### src/hdl/mbox_defs.svh
// Memory box error slice constants
`ifndef MBOX_DEFS_SVH
`define MBOX_DEFS_SVH

// Physical address width
`define MBOX_ADDR_W 22

// Sticky error flag cells
`define MBOX_NUM_ERR 3

// Busy cycles without acknowledge before NXM
`define MBOX_NXM_TIMEOUT 16

// Steps of the NXM sequence after timeout
`define MBOX_NXM_SEQ 4

// Diagnostic bus width
`define MBOX_DIAG_W 24

`endif

### src/hdl/mboxPkg.sv
// Memory box error types
`include "mbox_defs.svh"

package mboxPkg;

  // Reference attributes captured at cycle start
  typedef struct packed {
    logic [`MBOX_ADDR_W-1:0] addr;
    logic                    write;
    logic                    chanRef;
  } eraRec_t;

  typedef enum logic [1:0] {
    DIAG_STATUS   = 2'd0,
    DIAG_ERA_ADDR = 2'd1,
    DIAG_ERA_ATTR = 2'd2
  } diagSel_e;

  typedef enum logic [1:0] {
    ERR_SBUS    = 2'd0,
    ERR_MB_PAR  = 2'd1,
    ERR_ADR_PAR = 2'd2
  } errIdx_e;

endpackage

### src/hdl/memCycleIf.sv
// Memory cycle status bundle
`timescale 1ns/1ps

interface memCycleIf import mboxPkg::*; ();

  // One-cycle start pulse, cycleRec valid with it
  logic    memStart;
  eraRec_t cycleRec;

  logic    coreBusy;
  logic    chanRef;

  // NXM sequence in progress and sticky NXM error
  logic    nxmFlag;
  logic    nxmErr;

  modport ctl (
    output memStart, cycleRec, coreBusy, chanRef, nxmFlag, nxmErr
  );

  modport flag (
    input coreBusy, chanRef
  );

  modport diag (
    input memStart, cycleRec, coreBusy, nxmFlag, nxmErr
  );

endinterface

### src/hdl/coreBusyCtl.sv
// Core busy and NXM control
`timescale 1ns/1ps
`include "mbox_defs.svh"

module coreBusyCtl import mboxPkg::*; (
  input  logic                    clk,
  input  logic                    rst,
  input  logic                    memStart,
  input  logic                    memWrite,
  input  logic                    chanCyc,
  input  logic                    ackn,
  input  logic                    nxmClear,
  input  logic [`MBOX_ADDR_W-1:0] memAddr,
  memCycleIf.ctl                  cyc
);

  localparam int CntW        = $clog2(`MBOX_NXM_TIMEOUT + `MBOX_NXM_SEQ + 1);
  localparam int TimeoutLast = `MBOX_NXM_TIMEOUT - 1;
  localparam int SeqLast     = `MBOX_NXM_TIMEOUT + `MBOX_NXM_SEQ - 1;

  logic            busyAny;
  logic            accept;
  logic            ackPend;
  logic            timeout;
  logic            seqDone;
  logic            cycEnd;
  logic [CntW-1:0] cycCnt;

  always_comb begin
    // Start pulse counts as busy so a second strobe is dropped
    busyAny = cyc.coreBusy | cyc.memStart;
    accept  = memStart & ~busyAny;

    // No timeout when memory answered at this edge or the one before
    timeout = busyAny & ~cyc.nxmFlag & ~ackn & ~ackPend &
              (cycCnt == CntW'(TimeoutLast));
    seqDone = cyc.nxmFlag & (cycCnt == CntW'(SeqLast));
    cycEnd  = ackPend | seqDone;
  end

  always_ff @(posedge clk) begin
    if (rst) begin
      cyc.memStart <= 1'b0;
      cyc.coreBusy <= 1'b0;
      cyc.chanRef  <= 1'b0;
      cyc.nxmFlag  <= 1'b0;
      cyc.nxmErr   <= 1'b0;
      ackPend      <= 1'b0;
      cycCnt       <= '0;
    end else begin
      cyc.memStart <= accept;

      // Acknowledge is ignored once the NXM sequence runs
      ackPend <= ackn & busyAny & ~cyc.nxmFlag;

      if (cycEnd) begin
        cyc.coreBusy <= 1'b0;
      end else if (cyc.memStart) begin
        cyc.coreBusy <= 1'b1;
      end

      if (accept) begin
        cyc.chanRef <= chanCyc;
      end else if (cycEnd) begin
        cyc.chanRef <= 1'b0;
      end

      // One counter covers both the timeout and the sequence steps
      if (accept) begin
        cycCnt <= '0;
      end else if (busyAny) begin
        cycCnt <= cycCnt + 1'b1;
      end

      if (seqDone) begin
        cyc.nxmFlag <= 1'b0;
      end else if (timeout) begin
        cyc.nxmFlag <= 1'b1;
      end

      // Set wins over a clear in the same cycle
      cyc.nxmErr <= seqDone | (cyc.nxmErr & ~nxmClear);
    end
  end

  // Reference attributes, held until the next accepted start
  always_ff @(posedge clk) begin
    if (accept) begin
      cyc.cycleRec <= '{addr: memAddr, write: memWrite, chanRef: chanCyc};
    end
  end

endmodule

### src/hdl/diagReadMux.sv
// Error hold, ERA and diagnostic read
`timescale 1ns/1ps
`include "mbox_defs.svh"

module diagReadMux import mboxPkg::*; (
  input  logic                     clk,
  input  logic                     rst,
  memCycleIf.diag                  cyc,
  input  logic [`MBOX_NUM_ERR-1:0] errFlags,
  input  logic                     diagRead,
  input  diagSel_e                 diagSel,
  output logic [`MBOX_DIAG_W-1:0]  diagData
);

  logic                    errHold;
  eraRec_t                 era;
  logic [`MBOX_DIAG_W-1:0] statusWord;
  logic [`MBOX_DIAG_W-1:0] addrWord;
  logic [`MBOX_DIAG_W-1:0] attrWord;
  logic [`MBOX_DIAG_W-1:0] selWord;

  assign errHold = (|errFlags) | cyc.nxmErr;

  // ERA freezes on the first held error
  always_ff @(posedge clk) begin
    if (rst) begin
      era <= '0;
    end else if (cyc.memStart && !errHold) begin
      era <= cyc.cycleRec;
    end
  end

  always_comb begin
    statusWord                = '0;
    statusWord[0]             = cyc.coreBusy;
    statusWord[1]             = cyc.nxmFlag;
    statusWord[2]             = cyc.nxmErr;
    statusWord[3+ERR_SBUS]    = errFlags[ERR_SBUS];
    statusWord[3+ERR_MB_PAR]  = errFlags[ERR_MB_PAR];
    statusWord[3+ERR_ADR_PAR] = errFlags[ERR_ADR_PAR];

    addrWord                   = '0;
    addrWord[`MBOX_ADDR_W-1:0] = era.addr;

    attrWord    = '0;
    attrWord[0] = era.write;
    attrWord[1] = era.chanRef;
  end

  always_comb begin
    case (diagSel)
      DIAG_STATUS:   selWord = statusWord;
      DIAG_ERA_ADDR: selWord = addrWord;
      DIAG_ERA_ATTR: selWord = attrWord;
      default:       selWord = '0;
    endcase
    // Bus idles at zero
    diagData = diagRead ? selWord : '0;
  end

endmodule

### src/hdl/errorFlag.sv
// Sticky error flag cell
`timescale 1ns/1ps

module errorFlag (
  input  logic    clk,
  input  logic    rst,
  input  logic    errEvent,
  input  logic    errClear,
  memCycleIf.flag cyc,
  output logic    flag,
  output logic    chanErr
);

  logic capture;
  logic setPend;
  logic chanQ;
  logic flagQ;

  // Events only count during a memory cycle
  assign capture = errEvent & cyc.coreBusy;

  always_ff @(posedge clk) begin
    if (rst) begin
      setPend <= 1'b0;
      chanQ   <= 1'b0;
      flag    <= 1'b0;
      flagQ   <= 1'b0;
    end else begin
      setPend <= capture;
      // Keep the qualifier of the event that raises the flag
      if (capture & ~setPend) begin
        chanQ <= cyc.chanRef;
      end
      flag  <= setPend | (flag & ~errClear);
      flagQ <= flag;
    end
  end

  // First-error pulse, channel references only
  assign chanErr = flag & ~flagQ & chanQ;

endmodule

### src/hdl/mboxErrTop.sv
// Memory box error and busy top
`timescale 1ns/1ps
`include "mbox_defs.svh"

module mboxErrTop import mboxPkg::*; (
  input  logic                     clk,
  input  logic                     rst,
  input  logic                     memStart,
  input  logic [`MBOX_ADDR_W-1:0]  memAddr,
  input  logic                     memWrite,
  input  logic                     chanCyc,
  input  logic                     ackn,
  input  logic                     nxmClear,
  input  logic [`MBOX_NUM_ERR-1:0] errEvent,
  input  logic [`MBOX_NUM_ERR-1:0] errClear,
  input  logic                     diagRead,
  input  logic [1:0]               diagSel,
  output logic                     coreBusy,
  output logic                     nxmErr,
  output logic [`MBOX_NUM_ERR-1:0] errFlags,
  output logic [`MBOX_NUM_ERR-1:0] chanErr,
  output logic [`MBOX_DIAG_W-1:0]  diagData
);

  memCycleIf cyc ();

  coreBusyCtl uCtl (
    .clk      (clk),
    .rst      (rst),
    .memStart (memStart),
    .memWrite (memWrite),
    .chanCyc  (chanCyc),
    .ackn     (ackn),
    .nxmClear (nxmClear),
    .memAddr  (memAddr),
    .cyc      (cyc.ctl)
  );

  // Bus error, MB parity and address parity cells
  for (genvar i = 0; i < `MBOX_NUM_ERR; i++) begin : gFlag
    errorFlag uFlag (
      .clk      (clk),
      .rst      (rst),
      .errEvent (errEvent[i]),
      .errClear (errClear[i]),
      .cyc      (cyc.flag),
      .flag     (errFlags[i]),
      .chanErr  (chanErr[i])
    );
  end

  diagReadMux uDiag (
    .clk      (clk),
    .rst      (rst),
    .cyc      (cyc.diag),
    .errFlags (errFlags),
    .diagRead (diagRead),
    .diagSel  (diagSel_e'(diagSel)),
    .diagData (diagData)
  );

  assign coreBusy = cyc.coreBusy;
  assign nxmErr   = cyc.nxmErr;

endmodule

### config.mk
export PLATFORM = sky130hd
export DESIGN_NAME = mboxErrTop
export DESIGN_NICKNAME = d
export VERILOG_FILES = /design/src/hdl/mboxPkg.sv /design/src/hdl/memCycleIf.sv /design/src/hdl/coreBusyCtl.sv /design/src/hdl/diagReadMux.sv /design/src/hdl/errorFlag.sv /design/src/hdl/mboxErrTop.sv
export VERILOG_INCLUDE_DIRS = /design/src /design/src/hdl
export SDC_FILE = /design/constraint.sdc
export NUM_CORES = 1
export LEC_CHECK = 0
export BUFFER_PORTS_ARGS = -buffer_cell sky130_fd_sc_hd__buf_2
export CORE_ASPECT_RATIO = 1.2
export CORE_MARGIN = 1.5
export CORE_UTILIZATION = 53
export CTS_CLUSTER_SIZE = 16
export DETAILED_ROUTE_END_ITERATION = 6
export PLACE_DENSITY = 0.79
export SLEW_MARGIN = 30
export SYNTH_ARGS = -nofsm -noshare
export SYNTH_HDL_FRONTEND = slang
export SYNTH_SLANG_ARGS = --single-unit
export TNS_END_PERCENT = 100
### constraint.sdc
create_clock -name clk -period 3.2 [get_ports clk]
set_input_delay 0.8 -clock clk [delete_from_list [all_inputs] [get_ports clk]]
set_output_delay 0.8 -clock clk [all_outputs]
set_load 0.02 [all_outputs]
After elaboration in Yosys (flattened, before gate mapping)
Cells that the tools add are included.
{"block": "totals", "register_bits": 71, "word_cells": 87, "output_inout_bits": 32, "in_bits": 38}
{"block": "op_classes", "n_eq_ne": 4, "muxes": 4, "n_reduce_logical": 8, "n_bitwise": 45, "addsub": 1}
{"operator": "case mux 22 bit (3 select lines)", "count": 1}
{"operator": "AND 1 bit", "count": 24}
{"operator": "two-way mux 22 bit", "count": 1}
{"operator": "NOT 1 bit", "count": 14}
{"operator": "bitwise OR 1 bit", "count": 7}
{"operator": "OR reduction 2 bit", "count": 3}
{"operator": "adder 5 x 1 -> 5 bit, second input constant", "count": 1}
{"operator": "== test 5 x 4 -> 1 bit, second input constant", "count": 1}
{"operator": "== test 5 bit, second input constant", "count": 1}
{"operator": "OR reduction 3 bit", "count": 1}
{"operator": "== test 2 x 1 -> 1 bit, second input constant", "count": 1}
{"operator": "== test 2 bit, second input constant", "count": 1}
{"operator": "logical NOT 2 bit", "count": 1}
{"operator": "two-way mux 1 bit", "count": 2}
{"operator": "nonzero test 2 bit", "count": 1}
{"operator": "logical AND 1 bit", "count": 1}
{"operator": "logical NOT 1 bit", "count": 1}

Logic depth before layout (Yosys ltp)
Gate-level depths: netlist of the first run.
{"block": "depth", "word_depth": 5, "ltp_mapped": 5, "ltp_nobuf": 5}

By module
A second synthesis of the first run with hierarchy kept.
{"block": "unflattened", "cells_unflattened": 263, "hier_area_um2": 3006.6}
{"mod": "diagReadMux", "area_each_um2": 1361.3, "seq_area_each_um2": 480.5, "n_inst": 1, "cells_per_inst": 145}
{"mod": "coreBusyCtl", "area_each_um2": 1206.2, "seq_area_each_um2": 940.9, "n_inst": 1, "cells_per_inst": 70}
{"mod": "errorFlag", "area_each_um2": 146.4, "seq_area_each_um2": 80.1, "n_inst": 3, "cells_per_inst": 16}

Worst setup path before layout of the first run
Ideal clock, no wire load.
{"block": "synth_timing", "path_kind": "input port to flip-flop", "start": "input memStart", "end": "register uCtl.cycCnt[3]", "path_stages": 3, "required_ns": 3.079, "setup_time_ns": 0.121, "path_slack_ns": 0.683, "arrival_ns": 2.396, "path_cell_list": "nor3b_2 nor3b_1 mux2_2"}
{"block": "synth_between", "elab_chain_cells": 2}
{"item": "from (decl)", "line": "mboxErrTop.sv:8", "text": "input logic memStart,"}
{"item": "AND 1 bit", "line": "coreBusyCtl.sv:32", "text": "accept = memStart & ~busyAny;"}
{"item": "OR reduction 2 bit (no line)"}
{"item": "to (signal assigned)", "line": "coreBusyCtl.sv:72", "text": "cycCnt <= cycCnt + 1'b1;"}
{"item": "to (decl)", "line": "coreBusyCtl.sv:27", "text": "logic [CntW-1:0] cycCnt;"}
Every way passes these cells.
A chain may end at the register's enable or synchronous reset.

Worst setup path in the final report of the first run
{"block": "layout_timing", "start": "input diagSel[1]", "end": "output diagData[18]"}
{"block": "layout_between", "elab_chain_cells": 3, "elab_cells_between_ends": 5, "cone_classes": "eq/ne (2); mux (2); reduce/logical (1)"}
{"item": "from (decl)", "line": "mboxErrTop.sv:17", "text": "input logic [1:0] diagSel,"}
{"item": "== test 2 bit, or another cell as far along", "line": "diagReadMux.sv:51", "text": "case (diagSel)"}
{"item": "case mux 22 bit (3 select lines) *", "line": "diagReadMux.sv:51"}
{"item": "two-way mux 22 bit *", "line": "diagReadMux.sv:58", "text": "diagData = diagRead ? selWord : '0;"}
{"item": "to (decl)", "line": "mboxErrTop.sv:22", "text": "output logic [`MBOX_DIAG_W-1:0] diagData"}
Every way passes the cells marked *; elsewhere a longest branch is shown, timed or not.

==> results of run 1 <==
## placed cells by master (no fill, tap or decap), types with 7 or more instances in the layout
cell / instances
o21ai_0: 25
dfxtp_1: 47
nor2_1: 19
nor2b_1: 7
nand2b_1: 25
mux2i_1: 10
clkbuf_8: 10
and2_1: 21
nand4b_1: 24
buf_2: 66
edfxtp_1: 24
## worst max path at each step
stage                from              to  slack, ns  cells after the start
2_1_floorplan    memStart  uCtl.cycCnt[3]       0.68                      3
3_3_place_gp   diagSel[1]    diagData[19]       0.66                      6
3_5_place_dp   diagSel[1]    diagData[18]       0.65                      6
4_1_cts        diagSel[1]    diagData[18]       0.64                      6
5_1_grt        diagSel[1]    diagData[21]       0.53                      6
6_report       diagSel[1]    diagData[18]       0.63                      6
## area by class of cell
type,instances,area [um2],share of cell area [%]
sequential,71,1660,48.1
tap,62,77.6,2.25
clock buffer,12,166,4.82
multi-input combinational,169,1140,32.9
clock inverter,4,23.8,0.688
timing repair buffer,71,368,10.7
inverter,5,18.8,0.543
## power by group through the flow
stage	Sequential (mW)	Clock (mW)	Combinational [mW]
after global routing	1.01	0.736	0.161
after CTS	1.01	0.691	0.146
after global placement	1.03	0	0.142
after detailed placement	1.03	0	0.145
final	1.01	0.680	0.145
after floorplan	1.02	0	0.104
## metrics by stage
step | util [%] | total power [mW]
final | 64.7 | 1.83
after global routing | 64.7 | 1.91
after CTS | 64.7 | 1.84
after detailed placement | 61.1 | 1.17
after global placement | 61.1 | 1.17
after floorplan | - | 1.12
## layer usage
metal / global-route usage (%) / wire length, um / up-vias
li1: - / - / 1051
met1: 25.1 / 2410 / 963
met2: 30.3 / 2710 / 65
met3: 4.56 / 281 / 12
met4: 11.5 / 113 / 0
met5: 0 / 0 / -
## sequential cells by signal, indices dropped and copies added, names as in the netlist
signal,count
uCtl.cyc.coreBusy,1
uCtl.cyc.chanRef,1
uCtl.cycCnt,5
uCtl.cyc.nxmErr,1
uDiag.attrWord,2
gFlag.uFlag.chanQ,3
uCtl.cyc.cycleRec,24
uCtl.ackPend,1
uCtl.cyc.memStart,1
uCtl.cyc.nxmFlag,1
gFlag.uFlag.flagQ,3
gFlag.uFlag.flag,3
gFlag.uFlag.setPend,3
uDiag.addrWord,22
## kinds of logic (layout without fill, tap and decap cells)
kind of cell / after synthesis / after routing / synth area share [%]
and+or+nand+nor: 118 / 118 / 26.3
muxes: 11 / 11 / 3.77
other: 1 / 2 / 0.127
DFF: 71 / 71 / 56.2
adders and majority gates: 2 / 2 / 0.847
buffers and inverters: 31 / 92 / 5.59
AOI/OAI and AO/OA: 34 / 34 / 6.56
xor gates and xnor gates: 2 / 2 / 0.593
## worst max-delay path, delay by kind of cell
| kind | cells | cell delay (ns) |
|---|---|---|
| buf+inv | 3 | 0.50 |
| simple gates | 3 | 0.47 |
==> reports/qor.json, run 1 <==
{
  "critical_path": {
    "crit_path_end_kind": "output port",
    "reg2reg_from": "uCtl.cyc.coreBusy",
    "critical_path.startpoint_type": "primary input",
    "rrSetupSlack_ns": 1.35,
    "crit-reg2reg-capture": "uCtl.cyc.cycleRec[21]",
    "crit_path_cell_trace": "buf_2 > nand2b_1 > nor2_1 > buf_4 > and2_1 > buf_2",
    "worst_path_arrival_ns": 1.77,
    "worst_path_max_delay_cell": "buf_4",
    "criticalPathCategory": "primary input to output port",
    "crit_path_most_repeated_cell": "buf_2",
    "timing.critical_path.slowest_cell_delay_ns": 0.21,
    "timing.critical_path.required_ns": 2.40,
    "timing.reg2reg.worst_path_depth": 2,
    "worstPathMaxFanout": 16
  },
  "power_and_ir_drop": {
    "worst_ir_drop_vdd_mv": 0.424,
    "pwr-share-comb_pct": 7.9,
    "p_leak_nw": 1.44,
    "power_frac_clock_pct": 37.1,
    "power_report.internal_total_mw": 1.39,
    "power-per-cell-area_nw_per_um2": 531,
    "pwr-share-seq_pct": 55.0,
    "switchingPower_uw": 437,
    "netSwitchingFraction_pct": 23.9
  },
  "synth": {
    "synth_enable_flop_cells": 24,
    "synth.yosys.seq_area_share_pct": 56.2,
    "synth.ff_latch_count": 71,
    "syn_avg_cell_area_um2": 10.9,
    "synth_cell_types": 38,
    "synth-async-reset-ratio_pct": 0,
    "mapped_cells": 270,
    "yosysTopAreaCellShare_pct": 31.9,
    "yosysTopAreaCell": "dfxtp_1",
    "synth.most_common_cell": "dfxtp_1",
    "ys.flop_type": "dfxtp_1",
    "count_of_yosys_warnings_during_synthesis": 0,
    "post_synth_instance_area_um2": 2950,
    "synthTopCellsByCount": "47 x dfxtp_1, 25 x nand2b_1, 25 x o21ai_0",
    "synthTopCellsByArea": "dfxtp_1 32%, edfxtp_1 24%, nand4b_1 7.1%"
  },
  "sta": {
    "tightest_slew_ns": 0.831,
    "finalCritPeriodShare_pct": 80.4,
    "clock_skew_ns": 0.00769,
    "worst_slew_margin_rel_pct": 44.5,
    "min_period_ns": 2.57,
    "fin_tns_setup_ns": 0,
    "achievable-frequency_mhz": 389,
    "setup_slack_ns": 0.629,
    "drv_slew": 0,
    "hold_violations": 0,
    "setup_violations": 0,
    "whs_ns": 0.458,
    "setup_repair_after_global_routing_missed_its_margin": "no"
  },
  "routing": {
    "route.detailed.drc": 0,
    "ant_nets": 0,
    "totalWireLength_um": 5520,
    "drt-wirelength-per-cell_um": 14.0,
    "drtIter0Drc": 110,
    "number_of_detailed_routing_iterations_run_before_antenna_repair": 5,
    "via_per_inst": 5.31,
    "vias": 2091
  },
  "status": {
    "outcome": "finished clean"
  },
  "place": {
    "place_hpwl_um": 3610,
    "placement.cell_area_um2": 3260,
    "dpl.cell_count": 378,
    "gp_congestion": 0.769,
    "pre_cts_slack_ns": 0.650,
    "port_buffers": 67
  },
  "min_path": {
    "whs_endpoint": "uCtl.cyc.coreBusy",
    "hp-start": "uCtl.ackPend",
    "worst_hold_path_type": "flop to flop",
    "hold-path-cell-count": 1
  },
  "job": {
    "drv_cap": 0
  },
  "final_layout": {
    "drive_above_1_share_pct": 27.7,
    "layout.nets": 367,
    "final.fill_count": 447,
    "area_delta_synth_final_pct": 16.9,
    "cell_area_after_layout_um2": 3450,
    "antenna_cells_inserted": 0,
    "layoutNonFillerInstCount": 394
  },
  "clock_tree": {
    "post_cts.resized_instances": 0,
    "clock-root-buffer": "clkbuf_8",
    "cts_hold_buf": 0,
    "clock_tree.htree_level_count": 3,
    "numCtsBuffers": 9,
    "tritoncts_clock_tree": "built",
    "clk_latency_ns": 0.35,
    "post_cts_buffers": 0,
    "register_clock_pin_slew_on_the_reported_worst_setup_and_hold_paths_ns": 0.07,
    "cts.sinks": 71,
    "cts_max_path_buffers": 2
  },
  "floorplanning": {
    "fp-row-count": 29,
    "fp.dieW_um": 71.2,
    "fp.dieH_um": 84.8,
    "placeableCoreArea_um2": 5330,
    "floorplan.initialDensity_pct": 55.4,
    "fp.dieArea_um2": 6030,
    "io-pin-count": 70
  },
  "global_route": {
    "first_pass_grt_wire_length_um": 8980,
    "overflow": 0,
    "grt_use_total_pct": 19.6,
    "vias_in_the_first_global_route": 1962,
    "pin_count_of_the_biggest_net_entering_global_routing": 72,
    "antenna_found_initial": 0
  }
}
Power figures use the tool's default switching activity.
==> inputs of run 2 (changes only) <==
==> constraint.sdc (replaced) <==
create_clock -name clk -period 2.62 [get_ports clk]
set_input_delay 0.655 -clock clk [delete_from_list [all_inputs] [get_ports clk]]
set_output_delay 0.655 -clock clk [all_outputs]
set_load 0.02 [all_outputs]
==> run 2 against run 1 <==
  * Critical path depth is the same
  * Sequential power grew 22%
  * Clock skew grew 0.0011 ns
  * Largest power group unchanged
  * Final cell count grew 0.25%
  * Register-to-register slack lost 0.47 ns
  * Count of clock-buffer cells in the layout grew 1
  * Total power grew 32%
  * Critical path type unchanged
  * Via count shrank 1.2%
  * Sequential share of layout area shrank 1.0 points
  * Setup slack lost 0.29 ns
  * Combinational power grew 25%
  * Utilization grew 1.4 points
==> reports/qor.json, run 2 (synthesized netlist as in run 1, its figures left out) <==
{
  "clock_tree": {
    "numCtsBuffers": 9,
    "clk_latency_ns": 0.34,
    "register_clock_pin_slew_on_the_reported_worst_setup_and_hold_paths_ns": 0.07,
    "post_cts_buffers": 0,
    "cts.sinks": 71,
    "clock_tree.htree_level_count": 3,
    "post_cts.resized_instances": 0,
    "tritoncts_clock_tree": "built",
    "clock-root-buffer": "clkbuf_8",
    "cts_max_path_buffers": 2,
    "cts_hold_buf": 0
  },
  "critical_path": {
    "crit-reg2reg-capture": "uDiag.addrWord[19]",
    "worst_path_arrival_ns": 1.62,
    "timing.critical_path.required_ns": 1.97,
    "timing.reg2reg.worst_path_depth": 4,
    "crit_path_end_kind": "output port",
    "reg2reg_from": "gFlag[2].uFlag.flag",
    "worstPathMaxFanout": 16,
    "critical_path.startpoint_type": "primary input",
    "rrSetupSlack_ns": 0.88,
    "criticalPathCategory": "primary input to output port"
  },
  "final_layout": {
    "layout_commonest_cell": "buf_2",
    "area_delta_synth_final_pct": 19.4,
    "layoutNonFillerInstCount": 395,
    "most-common-layout-cells": "66 x buf_2, 47 x dfxtp_1, 25 x nand2b_1, 25 x o21ai_0",
    "antenna_cells_inserted": 0,
    "layout.nets": 368,
    "registers.top_by_ff_count": "uCtl.cyc.cycleRec",
    "drive_above_1_share_pct": 28.2,
    "largest_register_ff_count": 24
  },
  "routing": {
    "routed-wl-met2_um": 2650,
    "route.detailed.drc": 0,
    "route.layer.met1.wl_um": 2350,
    "vias": 2066,
    "routed.top_layer": "met4",
    "via_per_inst": 5.23,
    "number_of_detailed_routing_iterations_run_before_antenna_repair": 4,
    "drtIter0Drc": 103,
    "route.met3.wl_um": 272,
    "drt-wirelength-per-cell_um": 13.5,
    "ant_nets": 0,
    "totalWireLength_um": 5350
  },
  "power_and_ir_drop": {
    "power_frac_clock_pct": 41.6,
    "worst_ir_drop_vdd_mv": 0.629,
    "power_report.internal_total_mw": 1.89,
    "pwr-share-comb_pct": 7.5,
    "pwr-share-seq_pct": 50.9,
    "netSwitchingFraction_pct": 21.9,
    "p_leak_nw": 1.47,
    "power-per-cell-area_nw_per_um2": 685,
    "switchingPower_uw": 529
  },
  "floorplanning": {
    "placeableCoreArea_um2": 5330,
    "fp.dieH_um": 84.8,
    "io-pin-count": 70,
    "fp.dieArea_um2": 6030,
    "fp-row-count": 29,
    "floorplan.initialDensity_pct": 55.4,
    "fp.dieW_um": 71.2
  },
  "place": {
    "place_hpwl_um": 3460,
    "port_buffers": 67,
    "gp_congestion": 0.771,
    "dpl.cell_count": 379
  },
  "sta": {
    "finalCritPeriodShare_pct": 86.9,
    "min_period_ns": 2.28,
    "setup_violations": 0,
    "worst_slew_margin_rel_pct": 53.7,
    "tightest_slew_ns": 0.693,
    "hold_violations": 0,
    "setup_repair_after_global_routing_missed_its_margin": "no",
    "drv_slew": 0,
    "clock_skew_ns": 0.00874,
    "fin_tns_setup_ns": 0,
    "achievable-frequency_mhz": 439
  },
  "global_route": {
    "overflow": 0,
    "first_pass_grt_wire_length_um": 8560,
    "pin_count_of_the_biggest_net_entering_global_routing": 72,
    "antenna_found_initial": 0,
    "vias_in_the_first_global_route": 1874,
    "grt_use_total_pct": 18.4
  },
  "min_path": {
    "hp-start": "uCtl.ackPend",
    "whs_endpoint": "uCtl.cyc.coreBusy",
    "worst_hold_path_type": "flop to flop",
    "hold-path-cell-count": 1
  },
  "status": {
    "outcome": "finished clean"
  },
  "job": {
    "drv_cap": 0
  }
}
run 2: stage by stage:
| step | cell area (um2) | hold WS [ns] | util (%) | setup WS (ns) | total power, mW |
|---|---|---|---|---|---|
| 2_1_floorplan | 2960 | 0.417 | - | 0.248 | 1.37 |
| 3_3_place_gp | 3280 | 0.426 | 61.5 | 0.371 | 1.43 |
| 3_5_place_dp | 3280 | 0.441 | 61.5 | 0.352 | 1.44 |
| 4_1_cts | 3530 | 0.443 | 66.1 | 0.344 | 2.44 |
| 5_1_grt | 3530 | 0.462 | 66.2 | 0.239 | 2.51 |
| 6_report | 3530 | 0.437 | 66.2 | 0.343 | 2.42 |
run 2: layout make-up:
type                    count  area, um2
fillers                   432       1810
clock buffers              13        201
clock inverters             3       43.8
repair buffers             72        388
well taps                  62       77.6
multi-input cells         169       1140
flip-flops and latches     71       1660
inverters                   5       18.8
run 2: worst max path at each step:
stage	from	endpoint	depth (start not counted)	slack [ns]
after floorplan	memStart	uCtl.cycCnt[3]	3	0.25
after CTS	diagSel[1]	diagData[20]	6	0.34
after global routing	diagSel[1]	diagData[20]	6	0.24
after detailed placement	diagSel[1]	diagData[20]	6	0.35
final	diagSel[1]	diagData[20]	6	0.34
after global placement	diagSel[1]	diagData[20]	6	0.37
run 2: per-layer routing:
layer  global-route usage (%)  vias to the layer above
met2                     30.2                       62
met5                        0                        -
met3                     5.64                        6
met1                     22.4                      948
met4                     7.20                        0
li1                         -                     1050
run 2: critical path: stages:
cell	delay (ns)
buf_2	0.13
nand2b_1	0.20
nor2_1	0.11
buf_4	0.20
and2_1	0.16
buf_2	0.17
run 2: power groups by stage:
stage | logic (mW) | clock network (mW) | registers, mW
2_1_floorplan | 0.126 | 0 | 1.24
3_3_place_gp | 0.178 | 0 | 1.25
3_5_place_dp | 0.181 | 0 | 1.26
4_1_cts | 0.182 | 1.03 | 1.23
5_1_grt | 0.201 | 1.07 | 1.24
6_report | 0.181 | 1.01 | 1.23
==> inputs of run 3 (changes only) <==
--- a/config.mk
+++ b/config.mk
@@ -6,13 +6,13 @@
 export SDC_FILE = /design/constraint.sdc
 export NUM_CORES = 1
 export LEC_CHECK = 0
-export BUFFER_PORTS_ARGS = -buffer_cell sky130_fd_sc_hd__buf_2
 export CORE_ASPECT_RATIO = 1.2
 export CORE_MARGIN = 1.5
-export CORE_UTILIZATION = 53
+export CORE_UTILIZATION = 60
 export CTS_CLUSTER_SIZE = 16
 export DETAILED_ROUTE_END_ITERATION = 6
-export PLACE_DENSITY = 0.79
+export DONT_BUFFER_PORTS = 1
+export PLACE_DENSITY = 0.76
 export SLEW_MARGIN = 30
 export SYNTH_ARGS = -nofsm -noshare
 export SYNTH_HDL_FRONTEND = slang
==> run 3 against run 2 <==
  * Non-clock buffer count decreased by 67
  * Critical path depth decreased by 2
  * Via count decreased by 9.1%
  * Total power decreased by 12%
  * Count of clock-buffer cells in the layout decreased by 2
  * Sequential power about the same
  * Hold slack got worse by 0.050 ns
  * Critical endpoint is now diagData[18]
  * Largest power group unchanged
  * Highest routed layer unchanged
==> reports/qor.json, run 3 (synthesized netlist as in run 1, its figures left out) <==
{
  "sta": {
    "setup_repair_after_global_routing_missed_its_margin": "no",
    "whs_ns": 0.387,
    "hold_violations": 0,
    "fin_tns_setup_ns": 0,
    "finalCritPeriodShare_pct": 79.8,
    "min_period_ns": 2.09,
    "drv_slew": 0,
    "setup_violations": 0,
    "achievable-frequency_mhz": 479,
    "clock_skew_ns": 0.00782
  },
  "critical_path": {
    "timing.reg2reg.worst_path_depth": 5,
    "worst_path_arrival_ns": 1.43,
    "criticalPathCategory": "primary input to output port",
    "critical_path.startpoint_type": "primary input",
    "crit_path_cell_trace": "nand2b_1 > nor2_1 > buf_4 > and2_1",
    "timing.critical_path.slowest_cell_delay_ns": 0.27,
    "worst_path_max_delay_cell": "and2_1",
    "timing.critical_path.required_ns": 1.97,
    "worstPathMaxFanout": 16,
    "crit_path_end_kind": "output port"
  },
  "final_layout": {
    "drive_above_1_share_pct": 9.77,
    "layout_commonest_cell": "dfxtp_1",
    "registers.top_by_ff_count": "uCtl.cyc.cycleRec",
    "final.fill_count": 383,
    "most-common-layout-cells": "47 x dfxtp_1, 25 x nand2b_1, 25 x o21ai_0",
    "area_delta_synth_final_pct": 5.00,
    "utilization_pct": 66.5,
    "antenna_cells_inserted": 0,
    "largest_register_ff_count": 24,
    "cell_area_after_layout_um2": 3100,
    "layout.nets": 301
  },
  "floorplanning": {
    "io-pin-count": 70,
    "floorplan.initialDensity_pct": 63.4,
    "placeableCoreArea_um2": 4660,
    "fp-row-count": 27,
    "fp.dieH_um": 79.9,
    "fp.dieW_um": 67.1,
    "fp.dieArea_um2": 5360
  },
  "clock_tree": {
    "register_clock_pin_slew_on_the_reported_worst_setup_and_hold_paths_ns": 0.07,
    "clk_latency_ns": 0.34,
    "tritoncts_clock_tree": "built",
    "clock-root-buffer": "clkbuf_8",
    "post_cts_buffers": 0,
    "cts_hold_buf": 0,
    "cts.sinks": 71,
    "post_cts.resized_instances": 0,
    "cts_max_path_buffers": 2,
    "numCtsBuffers": 9,
    "clock_tree.htree_level_count": 3
  },
  "global_route": {
    "antenna_found_initial": 0,
    "grt_use_met1_pct": 27.7,
    "grtUsageMet2_pct": 32.4,
    "overflow": 0,
    "met3_usage_pct": 7.76,
    "grt_busiest_layer": "met2",
    "pin_count_of_the_biggest_net_entering_global_routing": 72,
    "grt_use_total_pct": 21.4,
    "vias_in_the_first_global_route": 1697,
    "first_pass_grt_wire_length_um": 8300
  },
  "routing": {
    "ant_nets": 0,
    "drtIter0Drc": 137,
    "vias": 1877,
    "totalWireLength_um": 5270,
    "drt-wirelength-per-cell_um": 16.3,
    "route.detailed.drc": 0,
    "via_per_inst": 5.79,
    "number_of_detailed_routing_iterations_run_before_antenna_repair": 4
  },
  "min_path": {
    "worst_hold_path_type": "primary input to flop",
    "hold-path-cell-count": 1
  },
  "power_and_ir_drop": {
    "p_total_mw": 2.12,
    "p_leak_nw": 1.12,
    "worst_ir_drop_vdd_mv": 0.398,
    "power-per-cell-area_nw_per_um2": 684
  },
  "place": {
    "port_buffers": 0,
    "gp_congestion": 0.726,
    "placement.cell_area_um2": 2930,
    "place_hpwl_um": 3360
  },
  "status": {
    "outcome": "finished clean"
  },
  "job": {
    "drv_cap": 0
  }
}
-- run 3: worst paths after layout --
path / start / endpoint / slack, ns
min: rst / gFlag[2].uFlag.chanQ / 0.39
min reg2reg: uCtl.ackPend / uCtl.cyc.coreBusy / 0.44
max reg2reg: uCtl.cyc.coreBusy / uCtl.cyc.chanRef / 0.98
max: diagSel[1] / diagData[18] / 0.53
-- run 3: routing by layer --
layer	wire (um)	part of all wire [%]
met1	2400	46
met2	2480	47
met3	333	6.3
met4	57	1.1
met5	0	0
-- run 3: per-stage QoR --
stage                     setup slack (ns)  instances
after global routing                 0.414        324
after CTS                            0.522        324
final                                0.531        324
after global placement               0.562        308
after detailed placement             0.527        308
after floorplan                      0.248        271
-- run 3: cell type report --
| class | count | area, um2 | area share [%] |
|---|---|---|---|
| clock buffer | 11 | 141 | 4.56 |
| clock inverter | 5 | 32.5 | 1.05 |
| inverter | 5 | 18.8 | 0.605 |
| multi-input combinational | 169 | 1140 | 36.7 |
| sequential | 71 | 1660 | 53.6 |
| tap | 58 | 72.6 | 2.34 |
| timing repair buffer | 5 | 37.5 | 1.21 |
-- run 3: power breakdown --
group	switching, mW	internal (mW)
registers	0.0286	1.20
clock network	0.392	0.368
logic	0.0792	0.0535
-- run 3: worst max-delay path: cells and delay by family --
kind / cells / cell delay, ns
buffers and inverters: 1 / 0.20
and+or+nand+nor: 3 / 0.57
